**src/source/umtrx_macros.svh**
```systemverilog
// Bus widths and map constants for one wb_clk master whose slave pages never overlap
`ifndef UMTRX_MACROS_SVH
`define UMTRX_MACROS_SVH

////////////////////////////////////////
// Bus widths
`define UMTRX_DW      32     // Data bits
`define UMTRX_AW      16     // Byte address over 64K
`define UMTRX_SW      4      // Byte lanes
`define UMTRX_RAM_AW  8      // 256 words per RAM

////////////////////////////////////////
// Slave pages, compared on address bits 15:8
`define SLV_MAIN_BASE 8'h00  // Main RAM at 0K
`define SLV_MAIN_MASK 8'hC0
`define SLV_SET_BASE  8'h70  // Settings bus
`define SLV_SET_MASK  8'hF0
`define SLV_RB_BASE   8'h5C  // Readback words
`define SLV_RB_MASK   8'hFC
`define SLV_BOOT_BASE 8'hC0  // Boot RAM at 48K
`define SLV_BOOT_MASK 8'hC0

////////////////////////////////////////
// Settings register numbers
`define SR_MISC       8'd0   // 7 regs
`define SR_TIME64     8'd10  // Hi stage then lo load
`define SR_DIVSW      8'd180 // 2 switches

// Reset and identity values
`define LED_SRC_RESET 8'h1E  // Run LEDs under hardware control
`define COMPAT_NUM    {16'd9, 16'd0} // Major 9 minor 0

`endif

```
**src/source/radio_ctrl_pkg.sv**
```systemverilog
// Radio control types; every value here lives in the wb_clk domain
package radio_ctrl_pkg;

   // Settings register number, word offset in the settings page
   typedef logic [7:0] set_addr_t;

   // Front panel LEDs, one bit each
   typedef logic [7:0] led_vec_t;

   // VITA time in wb_clk ticks
   typedef logic [63:0] vita_time_t;

endpackage

```
**src/source/settings_regs.sv**
```systemverilog
// Write-only settings page, reads ack with zero; the settings strobe is combinational off the bus
`timescale 1ns/1ns
`include "umtrx_macros.svh"

module settings_regs
   import radio_ctrl_pkg::*;
(
   input  logic                 wb_clk,
   input  logic                 wb_rst_i,
   input  logic                 stb_i,
   input  logic                 we_i,
   input  set_addr_t            adr_i,         // Word offset in the page
   input  logic [`UMTRX_DW-1:0] dat_i,
   output logic                 ack_o,
   output logic                 set_stb_o,     // One cycle per write
   output set_addr_t            set_addr_o,
   output logic [`UMTRX_DW-1:0] set_data_o,
   input  logic [3:0]           run_i,         // tx0, rx0, tx1, rx1
   output led_vec_t             leds_o,
   output logic [1:0]           div_sw_o,
   output logic                 phy_reset_n_o,
   output logic [1:0]           lms_res_o,
   output logic                 bldr_done_o
);

   logic       wr;            // Accepted write
   led_vec_t   led_sw_q;      // Software LED values
   led_vec_t   led_src_q;     // 1 selects hardware
   led_vec_t   led_hw;
   logic       phy_reset_q;   // Active high inside
   logic [1:0] lms_res_q;     // Clock-out bits 6:5
   logic [1:0] div_sw_q;
   logic       bldr_done_q;

   assign wr = stb_i & we_i & ~ack_o;

   always_ff @(posedge wb_clk) begin
      if (wb_rst_i) begin
         ack_o <= 1'b0;
      end else begin
         ack_o <= stb_i & ~ack_o;   // Reads ack too
      end
   end

   // Forward to the other settings consumers, same edge as our own regs
   assign set_stb_o  = wr;
   assign set_addr_o = adr_i;
   assign set_data_o = dat_i;

   ////////////////////////////////////////
   // Control registers
   always_ff @(posedge wb_clk) begin
      if (wb_rst_i) begin
         lms_res_q   <= 2'b00;
         led_sw_q    <= '0;
         phy_reset_q <= 1'b0;
         bldr_done_q <= 1'b0;
         led_src_q   <= `LED_SRC_RESET;
         div_sw_q    <= 2'b11;        // Both switches on
      end else if (wr) begin
         case (adr_i)
            `SR_MISC + 8'd0:  lms_res_q   <= dat_i[6:5];   // Other clock-outs unpinned
            `SR_MISC + 8'd3:  led_sw_q    <= dat_i[7:0];
            `SR_MISC + 8'd4:  phy_reset_q <= dat_i[0];
            `SR_MISC + 8'd5:  bldr_done_q <= dat_i[0];
            `SR_MISC + 8'd6:  led_src_q   <= dat_i[7:0];
            `SR_DIVSW + 8'd0: div_sw_q[0] <= dat_i[0];
            `SR_DIVSW + 8'd1: div_sw_q[1] <= dat_i[0];
            default: ;                     // Not ours, timer or unused
         endcase
      end
   end

   ////////////////////////////////////////
   // LED mux
   assign led_hw = {3'b000, run_i, 1'b0};   // Run flags on bits 4:1
   assign leds_o = (led_src_q & led_hw) | (~led_src_q & led_sw_q);

   assign div_sw_o      = div_sw_q;
   assign phy_reset_n_o = ~phy_reset_q;
   assign lms_res_o     = lms_res_q;
   assign bldr_done_o   = bldr_done_q;

endmodule

```
**config.mk**
```make
export PLATFORM = sky130hd
export DESIGN_NAME = settings_regs
export DESIGN_NICKNAME = d
export VERILOG_FILES = /design/src/source/radio_ctrl_pkg.sv /design/src/source/settings_regs.sv
export VERILOG_INCLUDE_DIRS = /design/src /design/src/source
export SDC_FILE = /design/constraint.sdc
export NUM_CORES = 1
export LEC_CHECK = 0
export BUFFER_PORTS_ARGS = -buffer_cell sky130_fd_sc_hd__buf_2
export CAP_MARGIN = 10
export CORE_ASPECT_RATIO = 0.6
export CORE_MARGIN = 1
export CORE_UTILIZATION = 41
export DETAILED_ROUTE_END_ITERATION = 8
export PLACE_DENSITY = 0.85
export SLEW_MARGIN = 5
export SYNTH_ARGS = -nofsm -noshare
export SYNTH_HDL_FRONTEND = slang
export SYNTH_SLANG_ARGS = --single-unit
```
**constraint.sdc**
```tcl
create_clock -name wb_clk -period 2.1 [get_ports wb_clk]
set_input_delay 0.42 -clock wb_clk [delete_from_list [all_inputs] [get_ports wb_clk]]
set_output_delay 0.42 -clock wb_clk [all_outputs]
set_load 0.005 [all_outputs]
```
==> key figures, run 1 <==
Clock tree
  • Post_cts resized: 0
  • Max Root-Sink Buffers: 2
  • CTS Hold Buffers Added: 0
  • Post-CTS setup buffers: 0
  • Num CTS Buffers: 3
  • CTS tree: done
  • Clock Latency Late Sink: 260 ps
  • CTS H-tree depth: 1
  • Root Driver: clkbuf_8
  • Num Clock Sinks: 23
  • Worst-path clk slew: 80 ps

Placement
  • Dpl ws: just over 80 ps
  • Gpl congestion: roughly 0.77
  • PortBufs: 55
  • HPWL after detailed placement: 1970 um

Global routing
  • Largest net degree at the start of global routing: 37
  • GRT met3 Usage: between 6 and 7%
  • Vias in the first global route: 835
  • First-pass GRT wire length: 3960 um
  • GR Layer Usage met1: 18.4%
  • Initial antenna violation count: 0
  • Gr busiest metal: met2
  • Total gr overflow: 0
  • GR Util All Layers: 14.2%
  • Grt met2 use: 23.0%

Synth
  • Synthesized-area fraction occupied by adder cells: 0%
  • Top cell type's share of synthesized area: 31.6%
  • Synth Area in Simple Gates: 25.9%
  • Synth warnings: 0
  • Syn avg cell area: 9.46 um2
  • Count leader, synth: buf_4
  • Area contributors post-synth: dfxtp_1 (32%), buf_4 (21%), mux2i_1 (15%), nand2b_1 (7.3%), mux2_2 (3.1%)
  • Ys flop type: dfxtp_1
  • EDFF count, synth: 0
  • Distinct cell type count after synthesis: 22
  • Yosys reg bits: 23
  • Post-synthesis xor/xnor area fraction: 0%
  • Largest family of logic cells by synthesized area: simple AND/OR/NAND/NOR gates
  • Asr flop ratio synth: 0%
  • Post-synth top cells: buf_4 (41), dfxtp_1 (23), mux2i_1 (22)
  • Sequential area share after synthesis: 31.6%
  • Mux share of post-synthesis cell area: 18.2%
  • Cell taking the most area after synthesis: dfxtp_1
  • Complex-gate fraction of the synthesized area: 0%
  • Cells after Synth: ~150
  • Synth Cell Area: ~0.0015 mm2
  • Syn Nets: a little over 200

Critical path
  • Kind of critical path: input port to flip-flop
  • Worst Setup End Kind: flip-flop
  • Worst-path fanout max: 8
  • Arr. time, crit path: between 1500 and 2000 ps
  • CP startpoint kind: input port
  • Critical Path RT: 2250 ps

Routing
  • Wire length per cell: around 12 um
  • Remaining antenna violation count: 0
  • TritonRoute pass-1 iters: 4
  • Routed vias: 1006
  • Initial DRC Count: 26
  • Detailed Route WL: 2570 um
  • Drt drc: 0
  • Number of vias per cell: 4.70

STA
  • Worst-margin pin slew: between 400 and 500 ps
  • Slew Limit Fails: 0
  • Slew margin rel.: about two thirds
  • TNS Setup: 0 ps
  • Post-route setup slack: about 350 ps
  • Tcrit/Tclk final: between 80% and 90%
  • Layout Skew: 1.86 ps
  • Final setup viols: 0
  • Final hold violation count: 0
  • Crit path time final: 1750 ps
  • Max Clk Rate: 0.572 GHz
  • Unrepaired setup endpoints after global routing: no

Floorplanning
  • Starting Density: 43.8%
  • Core area: 0.00332 mm2
  • Die Ht: 48.2 um
  • Die width: 78.9 um
  • Rows: 16
  • IO Count: around 100
  • DIE AREA: 0.00380 mm2

Final layout
  • Area Overhead vs Synth: 2.92%
  • Layout cell share with drive strength beyond 1: roughly 43%
  • Final #Nets: 218
  • # diodes: 0

Run
  • Max cap viols: 0

Hold path
  • Min-delay worst type: input port to flip-flop

Power and ir drop
  • Power density cells: 534 mW/mm2
  • P_leak: 0.721 nW
  • Maximum VDD drop: around 0.00026 V

Run status
  • Run status: complete, no violations
==> cells by family after synthesis <==
| group | Yosys count |
|---|---|
| flops | 23 |
| mux | 26 |
| simple gates | 58 |
| buf+inv | 47 |
==> power by group <==
| group | internal (mW) | switching, mW |
|---|---|---|
| sequential | 0.437 | 0.00121 |
| combinational | 0.0487 | 0.0476 |
| clock | 0.135 | 0.131 |
==> final timing paths <==
| check | startpoint | end | slack (ps) | depth (start not counted) |
|---|---|---|---|---|
| max reg2reg | ack_o | led_src_q[5] | 550 | 3 |
| max | adr_i[3] | led_src_q[5] | 350 | 4 |
| min | dat_i[1] | led_sw_q[1] | 430 | 3 |
| min reg2reg | led_sw_q[0] | led_sw_q[0] | 470 | 2 |
==> metal layers <==
layer / share of wire [%] / up-vias
met2: 40 / 38
met3: 7.8 / 2
met1: 51 / 466
li1: - / 500
met5: 0 / -
met4: 0.31 / 0
==> final cells by class <==
| class | instances | area, um2 |
|---|---|---|
| flip-flops and latches | 23 | 460 |
| clock buffers | 4 | 45.0 |
| repair buffers | 57 | 290 |
| fillers | 332 | 1820 |
| inverters | 1 | 3.75 |
| well taps | 45 | 56.3 |
| multi-input cells | 84 | 643 |
==> through the flow <==
stage                     hold WS (ps)  util (%)  area [um2]  power, mW  instances
after floorplan                    443         -        1460      0.553        154
after global placement             454      43.8        1450      0.543        210
after detailed placement           459      43.8        1450      0.545        210
after CTS                          430      45.1        1500      0.814        214
after global routing               445      45.1        1500      0.850        214
final                              433      45.1        1500      0.801        214
==> state kept, by name, summed over array words and instances (netlist names) <==
| register | count |
|---|---|
| led_src_q | 8 |
| led_sw_q | 8 |
| div_sw_o | 2 |
| lms_res_o | 2 |
| ack_o | 1 |
| bldr_done_o | 1 |
| phy_reset_q | 1 |
==> placed cells by master (no fill, tap or decap) <==
cell type	synthesis	routed
buf_2	0	55
dfxtp_1	23	23
mux2i_1	22	22
nand2b_1	17	17
nor2_1	12	12
or2b_2	5	5
nor2b_1	4	4
mux2_2	4	4
nand4_1	4	4
clkbuf_8	0	3
and3b_1	2	2
or4_4	2	2
nor3_1	2	2
nor3b_1	2	2
nand2_1	2	2
or2b_1	2	2
buf_4	41	2
inv_1	1	1
nand4bb_1	1	1
or3_1	1	1
nor4_4	1	1
and3_1	1	1
clkbuf_1	2	1
==> critical path, stage by stage <==
cell and delay, ps:
buf_2 110, or4_4 560, or4_4 640, mux2i_1 160
(Power assumes the default switching activity.)
==> run 2, diff against run 1 <==
CORE_UTILIZATION = 37   (was 41)
PLACE_DENSITY = 0.82   (was 0.85)
clock period = 1.49 ns   (was 2.1 ns; I/O delays follow)
==> run 2 against run 1 <==
Against the previous run:
- cell count increased by 4.7%
- total power increased by 46%
- clock skew increased by 2.0 ps
- wire length increased by 1.6%
- flip-flop and latch count unchanged
- worst hold slack got worse by 130 ps
- via count increased by 0.99%
- die area increased by 10%
- largest power group unchanged
- highest routed layer unchanged
==> key figures, run 2 (synthesis gave the netlist of run 1 again) <==
Clock tree
  • Root Driver: clkbuf_8
  • Max Root-Sink Buffers: 2
  • Clock Latency Late Sink: 260 ps
  • CTS tree: done
  • Num CTS Buffers: 3
  • Num Clock Sinks: 23
  • CTS H-tree depth: 1
  • Worst-path clk slew: 80 ps

Power and ir drop
  • Internal Power: 0.890 mW
  • Power density cells: slightly above 700 mW/mm2
  • Flop pwr share: 53.0%
  • Overall Power: 1.17 mW
  • Clock Power Share: 33.4%
  • Switching part of the total power: 23.6%
  • P_leak: 0.774 nW
  • Sw power: around 0.28 mW
  • Maximum VDD drop: 0.000398 V
  • Gate power share: 13.6%

STA
  • Layout Skew: 3.84 ps
  • Crit path time final: 1480 ps
  • TNS Setup: 0 ps
  • Post-route setup slack: 6.60 ps
  • Final hold violation count: 0
  • Unrepaired setup endpoints after global routing: yes
  • Tcrit/Tclk final: 99.6%
  • Max Clk Rate: 0.674 GHz
  • Slew Limit Fails: 0
  • Slew margin rel.: 67.7%
  • Final setup viols: 0
  • Worst-margin pin slew: 485 ps

Routing
  • Drt drc: 0
  • Routed vias: 1016
  • Number of vias per cell: 4.54
  • Initial DRC Count: 52
  • Detailed Route WL: between 2000 and 3000 um
  • Remaining antenna violation count: 0
  • Wire length per cell: 11.7 um
  • TritonRoute pass-1 iters: 3

Placement
  • Dpl ws: -365 ps
  • Gpl congestion: 0.758
  • HPWL after detailed placement: about 2000 um
  • Placed insts: 219
  • PortBufs: 55

Critical path
  • Arr. time, crit path: 1680 ps
  • Crit path top cell by count: buf_6
  • Critical Path RT: 1690 ps
  • Crit-path cells: buf_6, or4_4, buf_6, nor4_4, buf_12, mux2i_1
  • R2R depth: 5
  • Flop-to-flop setup slack: 70 ps
  • Worst Setup End Kind: flip-flop
  • Largest stage delay, worst path: 530 ps
  • Slowest CP cell: or4_4
  • Reg2Reg Launch Point: ack_o
  • Kind of critical path: input port to flip-flop
  • Worst R2R End: led_sw_q[2]
  • CP startpoint kind: input port
  • Worst-path fanout max: 8

Floorplanning
  • Die width: around 83 um
  • IO Count: 104
  • Rows: 17
  • Core area: 0.00372 mm2
  • DIE AREA: between 0.004 and 0.005 mm2
  • Starting Density: about two fifths
  • Die Ht: between 50 and 60 um

Global routing
  • Vias in the first global route: just over 900
  • GR Util All Layers: 12.5%
  • Largest net degree at the start of global routing: 37
  • First-pass GRT wire length: 4110 um
  • Initial antenna violation count: 0
  • Total gr overflow: 0

Final layout
  • Final #Nets: 226
  • Most frequent cells in the layout: buf_2 (53), mux2i_1 (22), dfxtp_1 (22)
  • Most common cell after layout, fill and taps aside: buf_2
  • Area Overhead vs Synth: 10.7%
  • Share of the core filled with cells: a little over two fifths
  • Biggest regs: led_src_q (8), led_sw_q (8)
  • Non-filler cells, final: ~220
  • Multi-input gate area: 659 um2
  • Fillcell total: between 300 and 400
  • Layout cell share with drive strength beyond 1: 46.9%
  • # diodes: 0
  • Reg area: 462 um2

Run
  • Max cap viols: 0

Hold path
  • Hold Crit Start: dat_i[1]
  • Hold Path End: led_sw_q[1]
  • Worst Hold Depth: 3
  • Min-delay worst type: input port to flip-flop

Run status
  • Run status: complete, no violations
## run 2: worst max-delay path by stage
stage | startpoint | end | slack, ps | cells after the start
after detailed placement | adr_i[3] | led_src_q[6] | -360 | 4
after floorplan | adr_i[3] | led_src_q[1] | -250 | 4
final | adr_i[6] | led_sw_q[2] | 7 | 6
after global routing | adr_i[6] | led_sw_q[1] | -60 | 6
after global placement | adr_i[3] | led_src_q[2] | -340 | 4
after CTS | adr_i[6] | led_sw_q[0] | 1 | 6
## run 2: timing repair
action                     in CTS  in global routing
setup buffers                   0                  1
hold buffers                    0                  0
setup endpoints to repair      16                 11
resized for setup               3                  3
pin swaps                       3                  0
## run 2: critical path, delay by kind of cell
kind / cells / cell delay (ps)
simple gates: 2 / 780
buf+inv: 3 / 410
mux: 1 / 190
## run 2: power groups by stage
stage               Clock (mW)  Combinational, mW  Sequential (mW)
global placement             0              0.145            0.632
detailed placement           0              0.148            0.632
floorplan                    0              0.147            0.632
global route             0.438              0.174            0.618
finish                   0.390              0.158            0.618
CTS                      0.406              0.155            0.618
## run 2: final cells by class
cell class	count	area share, %
Tap cell	47	3.65
Clock buffer	3	2.56
Sequential cell	23	28.6
Inverter	1	0.233
Clock inverter	1	0.310
Timing Repair Buffer	65	23.7
Multi-Input combinational cell	84	40.9
## run 2: stage by stage
| stage | cell area [um2] | hold WS (ps) |
|---|---|---|
| 3_3_place_gp | 1520 | 449 |
| 4_1_cts | 1590 | 301 |
| 5_1_grt | 1610 | 321 |
| 3_5_place_dp | 1520 | 463 |
| 2_1_floorplan | 1460 | 443 |
| 6_report | 1610 | 304 |
## run 2: per-layer routing
metal | part of all wire [%] | routed length [um] | track usage, %
met2 | 45 | 1170 | 21.0
met5 | 0 | 0 | 0
met3 | 6.1 | 160 | 5.43
met1 | 49 | 1280 | 15.5
met4 | 0.31 | 8 | 0.862
==> run 3, diff against run 2 <==
CORE_UTILIZATION = 41   (was 37)
PLACE_DENSITY = 0.85   (was 0.82)
clock period = 1.4 ns   (was 1.49 ns; I/O delays follow)
==> run 3 against run 2 <==
Against the previous run:
- total power grew 6.4%
- highest routed layer unchanged
- sequential power rose by 6.3%
- flip-flop and latch count is the same
- sequential share of layout area increased by 0.23 points
- wire length grew 11%
- the run now ends with setup timing left
- via count rose by 2.4%
- critical path type unchanged
- worst hold slack got worse by 20 ps
- non-clock buffer count rose by 2
- utilization up 5.2 points
- critical path depth unchanged
- clock skew rose by 2.8 ps
==> key figures, run 3 (synthesis gave the netlist of run 1 again) <==
Run status
  • Run status: finished with violations
  • Failing checks: setup timing

Routing
  • Detailed Route WL: 2900 um
  • TritonRoute pass-1 iters: 4
  • Routed vias: 1040
  • Initial DRC Count: 56
  • Remaining antenna violation count: 0
  • Drt drc: 0
  • Wire length per cell: 12.9 um
  • Number of vias per cell: 4.64

Floorplanning
  • Rows: 16
  • Starting Density: 43.8%
  • Core area: about 0.0033 mm2
  • Die width: 78.9 um
  • Die Ht: 48.2 um
  • DIE AREA: 0.00380 mm2
  • IO Count: 104

STA
  • Crit path time final: roughly 1500 ps
  • Post-route setup slack: -83.7 ps
  • Slew margin rel.: between 60 and 70%
  • Tcrit/Tclk final: 106%
  • Final hold violation count: 0
  • Slew Limit Fails: 0
  • Unrepaired setup endpoints after global routing: yes
  • Worst-margin pin slew: a little under 500 ps
  • Final setup viols: 16
  • Max Clk Rate: 0.674 GHz
  • Layout Skew: ~6.7 ps

Power and ir drop
  • Overall Power: 1.24 mW
  • Maximum VDD drop: 0.000381 V
  • Power density cells: 769 mW/mm2
  • P_leak: 0.777 nW

Global routing
  • Initial antenna violation count: 0
  • Largest net degree at the start of global routing: 37
  • GR Util All Layers: about 16%
  • Total gr overflow: 0
  • Vias in the first global route: 923
  • First-pass GRT wire length: 4330 um

Final layout
  • Layout cell share with drive strength beyond 1: 48.6%
  • Most frequent cells in the layout: buf_2 (53), mux2i_1 (22), dfxtp_1 (19)
  • Area Overhead vs Synth: 10.7%
  • Most common cell after layout, fill and taps aside: buf_2
  • Share of the core filled with cells: 48.5%
  • Biggest regs: led_src_q (8), led_sw_q (8)
  • # diodes: 0
  • Final #Nets: approximately 230

Hold path
  • Worst Hold Depth: 2
  • Hold Crit Start: stb_i
  • Min-delay worst type: input port to flip-flop
  • Hold Path End: ack_o

Clock tree
  • CTS Hold Buffers Added: 0
  • Num CTS Buffers: 3
  • Worst-path clk slew: 80 ps
  • CTS tree: done
  • CTS H-tree depth: 1
  • Root Driver: clkbuf_8
  • Clock Latency Late Sink: 260 ps
  • Num Clock Sinks: 23
  • Max Root-Sink Buffers: 2

Critical path
  • Reg2Reg Launch Point: ack_o
  • Arr. time, crit path: 1670 ps
  • Flop-to-flop setup slack: -50 ps
  • CP startpoint kind: input port
  • Worst R2R End: led_sw_q[6]
  • Critical Path RT: 1590 ps
  • R2R depth: 5
  • Worst Setup End Kind: flip-flop
  • Worst-path fanout max: 8
  • Kind of critical path: input port to flip-flop

Placement
  • HPWL after detailed placement: 2080 um
  • Gpl congestion: 0.792
  • PortBufs: 55

Run
  • Max cap viols: 0
run 3: how the worst max path moves through the flow:
stage                         from            to
after detailed placement  adr_i[3]  led_src_q[0]
after floorplan           adr_i[3]  led_src_q[1]
after CTS                 adr_i[6]  led_src_q[0]
final                     adr_i[6]   led_sw_q[6]
after global placement    adr_i[3]  led_src_q[6]
after global routing      adr_i[6]   led_sw_q[3]
run 3: through the flow:
stage | cells | cell area (um2) | setup slack, ps | hold slack, ps | TNS [ps]
final | 224 | 1610 | -83.7 | 284 | -898
after global routing | 224 | 1610 | -144 | 273 | -1510
after CTS | 221 | 1580 | -83.2 | 290 | -856
after detailed placement | 216 | 1510 | -437 | 457 | -7180
after global placement | 216 | 1510 | -409 | 454 | -6810
after floorplan | 154 | 1460 | -325 | 435 | -4960
run 3: timing repair:
action | CTS | global route
gates cloned | 0 | 0
setup buffers | 1 | 3
setup endpoints to repair | 17 | 22
pin swaps | 3 | 0
gates resized for setup | 4 | 5
run 3: worst max-delay path: stages:
cell and delay [ps]:
buf_6 90, or4_4 530, buf_6 140, nor4_4 260
buf_12 180, mux2i_1 180
run 3: routing by layer:
metal  vias to the layer above  part of all wire (%)  GRT usage [%]
met1                       465                    49           19.1
met5                         -                     0              0
met2                        51                    42           26.1
met3                         6                   7.9           7.29
met4                         0                   1.5           3.64
li1                        518                     -              -
run 3: area by class of cell:
cell class	count	area, um2
Fill cell	330	1710
Multi-Input combinational cell	84	644
Clock buffer	4	45.0
Timing Repair Buffer	67	398
Inverter	1	3.75
Tap cell	45	56.3
Sequential cell	23	465
run 3: report_power, final:
part           internal (mW)  total, mW  leakage [nW]  switching [mW]
Clock                  0.203      0.408        0.0228           0.205
Sequential             0.656      0.657         0.184         0.00117
Combinational         0.0948      0.175         0.570          0.0801
